**src/rtl/md_params.svh**
```systemverilog
// RV32M multiply/divide unit
// shared widths and iteration counts for the multiplier and divider datapaths

`ifndef MD_PARAMS_SVH
`define MD_PARAMS_SVH

`default_nettype none

// operand and result width
`define MD_WORD_W 32
// slice width fed to the 17x17 MAC core
`define MD_HALF_W 16
// accumulator and intermediate register width
`define MD_ACC_W 34
// one restoring step per quotient bit
`define MD_DIV_STEPS 32
// wide enough to count down from MD_DIV_STEPS-1
`define MD_CNT_W 5

`default_nettype wire

`endif

```
**src/rtl/md_op_pkg.sv**
```systemverilog
// RV32M multiply/divide unit
// instruction side types: operator class and operand sign mode

`default_nettype none

package md_op_pkg;

  // operator class, the sign mode refines it into the eight RV32M ops
  // MULL    -> MUL
  // MULH    -> MULH / MULHSU / MULHU
  // DIV     -> DIV / DIVU
  // REM     -> REM / REMU
  typedef enum logic [1:0] {
    MD_OP_MULL,
    MD_OP_MULH,
    MD_OP_DIV,
    MD_OP_REM
  } md_op_e;

  // bit 0 set: operand a is signed
  // bit 1 set: operand b is signed
  typedef logic [1:0] sign_mode_t;

  // bit positions inside sign_mode_t
  localparam int unsigned SIGN_A_BIT = 0;
  localparam int unsigned SIGN_B_BIT = 1;

endpackage

`default_nettype wire

```
**src/rtl/md_arith_pkg.sv**
```systemverilog
// RV32M multiply/divide unit
// datapath types shared by both engines and the top level

`include "md_params.svh"

`default_nettype none

package md_arith_pkg;

  // full operand / result word
  typedef logic [`MD_WORD_W-1:0] md_word_t;

  // half word, one MAC operand slice
  typedef logic [`MD_HALF_W-1:0] md_half_t;

  // accumulator, two bits wider than a word
  // top bits carry sign and carry of the partial sums
  // the divider keeps its shifted remainder in the same width
  typedef logic [`MD_ACC_W-1:0] md_acc_t;

endpackage

`default_nettype wire

```
**src/rtl/md_mult_fast.sv**
```systemverilog
// RV32M multiplier
// one signed 17x17 MAC core stepped over four 16x16 partial products
// MUL finishes in its 3rd state, MULH/MULHSU/MULHU in the 4th

`timescale 1ns/100ps

`include "md_params.svh"

`default_nettype none

module md_mult_fast
  import md_op_pkg::*, md_arith_pkg::*;
(
  input  logic       clk_i,
  input  logic       rst_ni,
  input  logic       start_i,
  input  md_op_e     op_i,
  input  sign_mode_t sign_mode_i,
  input  md_word_t   op_a_i,
  input  md_word_t   op_b_i,
  output logic       done_o,
  output md_word_t   result_o
);

  typedef enum logic [2:0] {
    MULT_IDLE,
    MULT_ALBL,
    MULT_ALBH,
    MULT_AHBL,
    MULT_AHBH
  } mult_fsm_e;

  mult_fsm_e mult_state_q, mult_state_d;

  // operand slices
  md_half_t  a_lo, a_hi, b_lo, b_hi;
  // MAC core inputs
  md_half_t  mult_op_a, mult_op_b;
  logic      sign_a, sign_b;
  md_acc_t   accum;
  // MAC output and the value written back to the accumulator
  md_acc_t   mac_res, mac_res_d;
  md_acc_t   accum_q;
  logic      signed_mult;

  assign a_lo = op_a_i[`MD_HALF_W-1:0];
  assign a_hi = op_a_i[`MD_WORD_W-1:`MD_HALF_W];
  assign b_lo = op_b_i[`MD_HALF_W-1:0];
  assign b_hi = op_b_i[`MD_WORD_W-1:`MD_HALF_W];

  // any signed operand makes the partial sums signed
  assign signed_mult = (sign_mode_i != 2'b00);

  // 34-bit result is enough, the two top bits of the exact sum always agree
  assign mac_res = $signed({sign_a, mult_op_a}) * $signed({sign_b, mult_op_b}) +
                   $signed(accum);

  always_comb begin
    mult_op_a    = a_lo;
    mult_op_b    = b_lo;
    sign_a       = 1'b0;
    sign_b       = 1'b0;
    accum        = accum_q;
    mac_res_d    = mac_res;
    mult_state_d = mult_state_q;
    done_o       = 1'b0;

    unique case (mult_state_q)
      MULT_IDLE: begin
        if (start_i) begin
          mult_state_d = MULT_ALBL;
        end
      end

      MULT_ALBL: begin
        // al*bl, always unsigned, nothing to add yet
        accum        = '0;
        mult_state_d = MULT_ALBH;
      end

      MULT_ALBH: begin
        // al*bh << 16, add the upper half of al*bl
        mult_op_b = b_hi;
        sign_b    = sign_mode_i[SIGN_B_BIT] & op_b_i[`MD_WORD_W-1];
        accum     = {{(`MD_ACC_W-`MD_HALF_W){1'b0}}, accum_q[`MD_WORD_W-1:`MD_HALF_W]};
        if (op_i == MD_OP_MULL) begin
          // keep only the low word, bits 15:0 are final already
          mac_res_d = {{(`MD_ACC_W-`MD_WORD_W){1'b0}}, mac_res[`MD_HALF_W-1:0],
                       accum_q[`MD_HALF_W-1:0]};
        end
        mult_state_d = MULT_AHBL;
      end

      MULT_AHBL: begin
        // ah*bl << 16
        mult_op_a = a_hi;
        sign_a    = sign_mode_i[SIGN_A_BIT] & op_a_i[`MD_WORD_W-1];
        if (op_i == MD_OP_MULL) begin
          // low word complete here
          accum     = {{(`MD_ACC_W-`MD_HALF_W){1'b0}}, accum_q[`MD_WORD_W-1:`MD_HALF_W]};
          mac_res_d = {{(`MD_ACC_W-`MD_WORD_W){1'b0}}, mac_res[`MD_HALF_W-1:0],
                       accum_q[`MD_HALF_W-1:0]};
          done_o       = 1'b1;
          mult_state_d = MULT_IDLE;
        end else begin
          mult_state_d = MULT_AHBH;
        end
      end

      MULT_AHBH: begin
        // ah*bh << 32 plus the middle sum shifted down a half word
        mult_op_a = a_hi;
        mult_op_b = b_hi;
        sign_a    = sign_mode_i[SIGN_A_BIT] & op_a_i[`MD_WORD_W-1];
        sign_b    = sign_mode_i[SIGN_B_BIT] & op_b_i[`MD_WORD_W-1];
        // middle sum is unsigned only for MULHU
        accum     = {{`MD_HALF_W{signed_mult & accum_q[`MD_ACC_W-1]}},
                     accum_q[`MD_ACC_W-1:`MD_HALF_W]};
        done_o       = 1'b1;
        mult_state_d = MULT_IDLE;
      end

      default: begin
        mult_state_d = MULT_IDLE;
      end
    endcase
  end

  // upper word for MULH, low word for MUL
  assign result_o = mac_res_d[`MD_WORD_W-1:0];

  always_ff @(posedge clk_i or negedge rst_ni) begin
    if (!rst_ni) begin
      mult_state_q <= MULT_IDLE;
    end else begin
      mult_state_q <= mult_state_d;
    end
  end

  // intermediate partial sum, written on every active step
  always_ff @(posedge clk_i) begin
    if (mult_state_q != MULT_IDLE) begin
      accum_q <= mac_res_d;
    end
  end

endmodule

`default_nettype wire

```
**src/rtl/md_div_long.sv**
```systemverilog
// RV32M divider
// restoring long division on absolute values with a final sign fix
// a local 33-bit adder does every negation and trial subtraction

`timescale 1ns/100ps

`include "md_params.svh"

`default_nettype none

module md_div_long
  import md_op_pkg::*, md_arith_pkg::*;
(
  input  logic       clk_i,
  input  logic       rst_ni,
  input  logic       start_i,
  input  md_op_e     op_i,
  input  sign_mode_t sign_mode_i,
  input  md_word_t   op_a_i,
  input  md_word_t   op_b_i,
  output logic       done_o,
  output md_word_t   result_o
);

  typedef enum logic [2:0] {
    MD_IDLE,
    MD_ABS_A,
    MD_ABS_B,
    MD_COMP,
    MD_LAST,
    MD_CHANGE_SIGN,
    MD_FINISH
  } md_fsm_e;

  md_fsm_e md_state_q, md_state_d;

  logic [`MD_CNT_W-1:0] cnt_q, cnt_d;
  md_word_t num_q, num_d;
  md_word_t den_q, den_d;
  md_word_t quot_q, quot_d;
  // shifted remainder, reused for the final result
  md_acc_t  rem_q, rem_d;

  // adder computes add_a + add_b, bit 0 of both is the carry in
  logic [`MD_WORD_W:0] add_a, add_b, adder_ext;
  md_word_t adder_res;

  logic     sign_a, sign_b, b_zero;
  logic     is_ge;
  logic     div_change_sign, rem_change_sign;
  md_word_t one_shift, next_rem, next_quot;

  assign adder_ext = add_a + add_b;
  assign adder_res = adder_ext[`MD_WORD_W:1];

  assign sign_a = op_a_i[`MD_WORD_W-1] & sign_mode_i[SIGN_A_BIT];
  assign sign_b = op_b_i[`MD_WORD_W-1] & sign_mode_i[SIGN_B_BIT];
  assign b_zero = (op_b_i == '0);

  // quotient sign flips only on a real division with mixed signs
  assign div_change_sign = (sign_a ^ sign_b) & ~b_zero;
  // remainder follows the dividend
  assign rem_change_sign = sign_a;

  // remainder >= denominator, compared as unsigned
  // the denominator may be 2^31 after taking |most negative|
  assign is_ge = (rem_q[`MD_WORD_W-1] == den_q[`MD_WORD_W-1]) ?
                 ~adder_res[`MD_WORD_W-1] : rem_q[`MD_WORD_W-1];

  assign one_shift = md_word_t'(1) << cnt_q;
  assign next_rem  = is_ge ? adder_res : rem_q[`MD_WORD_W-1:0];
  assign next_quot = is_ge ? (quot_q | one_shift) : quot_q;

  always_comb begin
    md_state_d = md_state_q;
    cnt_d      = cnt_q - 1'b1;
    num_d      = num_q;
    den_d      = den_q;
    quot_d     = quot_q;
    rem_d      = rem_q;
    // default is 0 - b
    add_a      = {{`MD_WORD_W{1'b0}}, 1'b1};
    add_b      = {~op_b_i, 1'b1};

    unique case (md_state_q)
      MD_IDLE: begin
        cnt_d = cnt_q;
        if (start_i) begin
          // preload the zero divisor answer, kept only if we skip to FINISH
          if (op_i == MD_OP_DIV) begin
            rem_d = '1;
          end else begin
            rem_d = {{(`MD_ACC_W-`MD_WORD_W){1'b0}}, op_a_i};
          end
          md_state_d = b_zero ? MD_FINISH : MD_ABS_A;
          cnt_d      = `MD_CNT_W'(`MD_DIV_STEPS - 1);
        end
      end

      MD_ABS_A: begin
        // |a| = 0 - a when a is negative
        add_b      = {~op_a_i, 1'b1};
        num_d      = sign_a ? adder_res : op_a_i;
        quot_d     = '0;
        cnt_d      = `MD_CNT_W'(`MD_DIV_STEPS - 1);
        md_state_d = MD_ABS_B;
      end

      MD_ABS_B: begin
        // |b| = 0 - b, first numerator bit enters the remainder
        den_d      = sign_b ? adder_res : op_b_i;
        rem_d      = {{(`MD_ACC_W-1){1'b0}}, num_q[`MD_WORD_W-1]};
        cnt_d      = `MD_CNT_W'(`MD_DIV_STEPS - 1);
        md_state_d = MD_COMP;
      end

      MD_COMP: begin
        // trial subtract remainder - denominator
        add_a      = {rem_q[`MD_WORD_W-1:0], 1'b1};
        add_b      = {~den_q, 1'b1};
        rem_d      = {1'b0, next_rem, num_q[cnt_d]};
        quot_d     = next_quot;
        md_state_d = (cnt_q == `MD_CNT_W'(1)) ? MD_LAST : MD_COMP;
      end

      MD_LAST: begin
        // bit 0 step, only the wanted result is kept
        add_a = {rem_q[`MD_WORD_W-1:0], 1'b1};
        add_b = {~den_q, 1'b1};
        if (op_i == MD_OP_DIV) begin
          rem_d = {{(`MD_ACC_W-`MD_WORD_W){1'b0}}, next_quot};
        end else begin
          rem_d = {{(`MD_ACC_W-`MD_WORD_W){1'b0}}, next_rem};
        end
        md_state_d = MD_CHANGE_SIGN;
      end

      MD_CHANGE_SIGN: begin
        // 0 - result where the sign has to flip
        add_b = {~rem_q[`MD_WORD_W-1:0], 1'b1};
        if ((op_i == MD_OP_DIV) ? div_change_sign : rem_change_sign) begin
          rem_d = {{(`MD_ACC_W-`MD_WORD_W){1'b0}}, adder_res};
        end
        md_state_d = MD_FINISH;
      end

      MD_FINISH: begin
        md_state_d = MD_IDLE;
      end

      default: begin
        md_state_d = MD_IDLE;
      end
    endcase
  end

  assign done_o   = (md_state_q == MD_FINISH);
  assign result_o = rem_q[`MD_WORD_W-1:0];

  always_ff @(posedge clk_i or negedge rst_ni) begin
    if (!rst_ni) begin
      md_state_q <= MD_IDLE;
      cnt_q      <= '0;
    end else begin
      md_state_q <= md_state_d;
      cnt_q      <= cnt_d;
    end
  end

  // datapath registers
  always_ff @(posedge clk_i) begin
    num_q  <= num_d;
    den_q  <= den_d;
    quot_q <= quot_d;
    rem_q  <= rem_d;
  end

endmodule

`default_nettype wire

```
**src/rtl/md_unit.sv**
```systemverilog
// RV32M multiply/divide unit, top level
// captures a request, starts the multiplier or divider and holds the
// result until the consumer takes it

`timescale 1ns/100ps

`default_nettype none

module md_unit
  import md_op_pkg::*, md_arith_pkg::*;
(
  input  logic       clk_i,
  input  logic       rst_ni,
  input  logic       start_i,
  input  md_op_e     op_i,
  input  sign_mode_t sign_mode_i,
  input  md_word_t   op_a_i,
  input  md_word_t   op_b_i,
  input  logic       ready_i,
  output logic       busy_o,
  output logic       valid_o,
  output md_word_t   result_o
);

  logic       accept, is_div;
  logic       busy_q, valid_q;
  logic       mult_start_q, div_start_q;
  logic       mult_done, div_done;
  md_op_e     op_q;
  sign_mode_t sign_mode_q;
  md_word_t   op_a_q, op_b_q;
  md_word_t   mult_result, div_result, result_q;

  // a start while busy is dropped
  assign accept = start_i & ~busy_q;
  assign is_div = (op_i == MD_OP_DIV) || (op_i == MD_OP_REM);

  always_ff @(posedge clk_i or negedge rst_ni) begin
    if (!rst_ni) begin
      busy_q       <= 1'b0;
      valid_q      <= 1'b0;
      mult_start_q <= 1'b0;
      div_start_q  <= 1'b0;
    end else begin
      // engines see the strobe one cycle after capture
      mult_start_q <= accept & ~is_div;
      div_start_q  <= accept & is_div;
      if (accept) begin
        busy_q <= 1'b1;
      end else if (valid_q && ready_i) begin
        busy_q <= 1'b0;
      end
      if (mult_done || div_done) begin
        valid_q <= 1'b1;
      end else if (valid_q && ready_i) begin
        valid_q <= 1'b0;
      end
    end
  end

  // request capture and result hold
  always_ff @(posedge clk_i) begin
    if (accept) begin
      op_q        <= op_i;
      sign_mode_q <= sign_mode_i;
      op_a_q      <= op_a_i;
      op_b_q      <= op_b_i;
    end
    if (mult_done) begin
      result_q <= mult_result;
    end else if (div_done) begin
      result_q <= div_result;
    end
  end

  md_mult_fast u_mult (
    .clk_i       (clk_i),
    .rst_ni      (rst_ni),
    .start_i     (mult_start_q),
    .op_i        (op_q),
    .sign_mode_i (sign_mode_q),
    .op_a_i      (op_a_q),
    .op_b_i      (op_b_q),
    .done_o      (mult_done),
    .result_o    (mult_result)
  );

  md_div_long u_div (
    .clk_i       (clk_i),
    .rst_ni      (rst_ni),
    .start_i     (div_start_q),
    .op_i        (op_q),
    .sign_mode_i (sign_mode_q),
    .op_a_i      (op_a_q),
    .op_b_i      (op_b_q),
    .done_o      (div_done),
    .result_o    (div_result)
  );

  assign busy_o   = busy_q;
  assign valid_o  = valid_q;
  assign result_o = result_q;

endmodule

`default_nettype wire

```
**config.mk**
```make
export PLATFORM = sky130hd
export DESIGN_NAME = md_unit
export DESIGN_NICKNAME = d
export VERILOG_FILES = /design/src/rtl/md_op_pkg.sv /design/src/rtl/md_arith_pkg.sv /design/src/rtl/md_mult_fast.sv /design/src/rtl/md_div_long.sv /design/src/rtl/md_unit.sv
export VERILOG_INCLUDE_DIRS = /design/src /design/src/rtl
export SDC_FILE = /design/constraint.sdc
export NUM_CORES = 2
export LEC_CHECK = 0
export ABC_AREA = 1
export BUFFER_PORTS_ARGS = -buffer_cell sky130_fd_sc_hd__buf_2
export CORE_MARGIN = 1
export CORE_UTILIZATION = 60
export DETAILED_ROUTE_END_ITERATION = 10
export PLACE_DENSITY = 0.78
export SKIP_CTS_REPAIR_TIMING = 1
export SYNTH_ARGS = -nofsm -noshare
export SYNTH_HDL_FRONTEND = slang
export SYNTH_SLANG_ARGS = --single-unit
```
**constraint.sdc**
```tcl
create_clock -name clk_i -period 9.1 [get_ports clk_i]
set_input_delay 0.455 -clock clk_i [delete_from_list [all_inputs] [get_ports clk_i]]
set_output_delay 0.455 -clock clk_i [all_outputs]
set_load 0.03 [all_outputs]
```
==> results.toml <==
[outcome]
status = "finished clean"

[yosys]
syn_avg_cell_area_um2 = 7.97
syn_inst = 3705
synth_area_leaders = "edfxtp_1 (27%), fa_1 (23%), nand2_1 (10%)"
yosysSeqAreaShare_pct = 27.9
ys_async_sr_fraction_pct = 5.42
synth_cell_types = 53
synth_top_cell_by_area = "edfxtp_1"
synth_top_area_share_pct = 26.6
ys_seq_elements = 277
syn_area_mm2 = 0.0295
synthFlopType = "edfxtp_1"
syn_nets = 4255
synth_edf_count = 262
yosysWarningCount = 0

[setup_path]
cp_max_fo = 29
reg2reg_slack_ps = 440
reg2reg_to = "result_o[21]$_DFFE_PP_"
setup.worst_path.start = "u_mult.mult_state_q[0]$_DFFE_PN0P_"
startpoint_type = "flop"
r2r-start = "u_mult.mult_state_q[0]$_DFFE_PN0P_"
crit_top_cell = "inv_1"
endpoint = "result_o[21]$_DFFE_PP_"
crit_path_end_kind = "flop"
crit_type = "flop to flop"
slowest_stage = "o21ai_1"
reg2regPathDepth = 30
crit_required_ps = 9420
critPathArrivalTime_ps = 8980
critPathMaxStageDelay_ps = 760

[grt]
overflow = 0
grt_pass1_vias = 25800
grt_usage_pct = 42.7
antenna_found_initial = 11
grt_pass1_wl_um = 155000
grt_max_degree = 69

[floorplanning]
initial_core_util_pct = 61.3
boundaryPins = 106
rows = 80
die-width_um = 224
core_area_mm2 = 0.0481
fp.dieH_um = 224
dieArea_mm2 = 0.0501

[placement]
place_hpwl_um = 82700
routabilityCongestion = 1.04
port_buffers = 105

[timing]
worst_pin_slew_ps = 1240
max_slew_margin_pct = 16.7
maxSlewViolCount = 0
finalSetupViolCount = 0
clock.fmax_mhz = 115
post-route-period-util_pct = 95.2
tns_ps = 0
final_hold_viol_count = 0
rsz0062_at_grt = "no"
period_needed_ps = 8660
clock_skew_ps = 51.3

[finish]
final_common_cell = "nand2_1"
fin_nets = 4333
drive_gt1_share_pct = 6.70
final_cell_mix = "nand2_1 (809), inv_1 (787), nor2_1 (379), fa_1 (340), edfxtp_1 (262)"
area_growth_pct = 8.33
multi_input_area_mm2 = 0.0178
num-fill-cells = 4218
regArea_mm2 = 0.00824

[drt]
vias_per_cell = 5.86
drt-total-wl_um = 105000
final_antenna_net_count = 0
num_vias = 26200
drc_errors = 0
wl_per_cell_um = 23.4
drt_pass1_iterations = 7
drt_iter0_drc = 3321

[cts]
clk_latency_ps = 590
clockBufferDepth = 3
cts_buffers = 34
ctsHtreeMaxLevel = 2
cts.sinks = 277
path_clk_slew_ps = 60
cts_root_buffer = "clkbuf_16"
cts_tree = "built"

[job]
cap_violations = 0

[worst_hold_path]
worst_hold_path_type = "primary input to flop"
[cell usage after synthesis (7+ instances only)]
master / instances
o21ai_1: 11
ha_1: 138
nand2_1: 811
nand3_1: 218
or2_2: 10
edfxtp_1: 262
xor2_1: 25
a21oi_1: 147
a21boi_0: 7
o21bai_1: 10
nor4_1: 20
o22ai_1: 33
dfrtp_1: 15
buf_1: 9
clkinv_1: 8
o32ai_1: 9
o21ai_0: 192
inv_1: 788
nor3_1: 35
o21a_1: 7
clkbuf_1: 85
xnor2_1: 25
nor2_1: 384
nand4_1: 17
a22oi_1: 8
fa_1: 340
buf_2: 21
[how the worst min path moves through the flow]
stage,startpoint,end,slack (ps),cells after the start
floorplan,rst_ni,busy_o$_DFFE_PN0P_,160,0
global placement,rst_ni,busy_o$_DFFE_PN0P_,400,1
detailed placement,rst_ni,valid_o$_DFFE_PN0P_,400,1
CTS,rst_ni,valid_o$_DFFE_PN0P_,-210,1
global route,op_a_i[9],op_a_q[9]$_DFFE_PP_,50,1
finish,op_a_i[9],op_a_q[9]$_DFFE_PP_,50,1
[final cells by class]
cell class	count	share of cell area, %
Inverter	798	9.36
Sequential cell	277	25.8
Multi-Input combinational cell	2509	55.7
Antenna cell	5	0.0391
Clock buffer	40	2.79
Tap cell	656	2.57
Timing Repair Buffer	163	3.01
Clock inverter	21	0.739
[stage by stage]
stage | hold WS [ps] | std cells | instance area [µm²] | utilization [%] | setup slack, ps
after CTS | -206 | 4463 | 32000 | 66.4 | 615
after global routing | 47.0 | 4466 | 32000 | 66.4 | 68.4
after global placement | 401 | 4402 | 30800 | 64.0 | 765
final | 46.9 | 4469 | 32000 | 66.4 | 437
after floorplan | 159 | 3705 | 29500 | - | 1210
after detailed placement | 404 | 4402 | 30800 | 64.0 | 640
[routing by layer]
layer  routed length [µm]  track usage, %  vias to the layer above  share of wire (%)
li1                     -               -                    11800                  -
met4                 9150            31.5                        6                8.8
met5                   39               0                        -              0.037
met1                35700            50.7                    12400                 34
met3                11400            9.01                      439                 11
met2                48200            68.9                     1640                 46
[critical path, delay by kind of cell (launching register included)]
kind	cells	cell delay (ps)
simple gates	7	1010
compound gates	6	1830
flops	1	440
buf+inv	9	1420
fa+ha+maj	7	3430
xor+xnor	1	290
[logic make-up (layout without fill, tap and decap cells)]
group,Yosys count,count (layout),synth area share (%)
mux,1,1,0.0339
buf+inv,919,1022,11.8
compound gates,462,462,8.78
xor+xnor,50,50,1.48
simple gates,1518,1518,21.1
other cells,0,5,0
fa+ha+maj,478,478,28.9
flops,277,277,27.9
[state kept, by name, indices dropped and copies added, names as in the netlist]
| signal | count |
|---|---|
| op_b_q | 32 |
| u_div.den_q | 32 |
| u_mult.accum_q | 34 |
| u_div.md_state_q | 3 |
| result_o | 32 |
| u_div.rem_q | 32 |
| sign_mode_q | 2 |
| div_start_q | 1 |
| op_q | 2 |
| op_a_q | 32 |
| busy_o | 1 |
| u_div.num_q | 32 |
| u_mult.mult_state_q | 3 |
| valid_o | 1 |
| mult_start_q | 1 |
| u_div.cnt_q | 5 |
| u_div.quot_q | 32 |
Power is left out: the tool's default activity adds up to more than one toggle a clock period on the data nets, which glitch-free logic cannot reach.
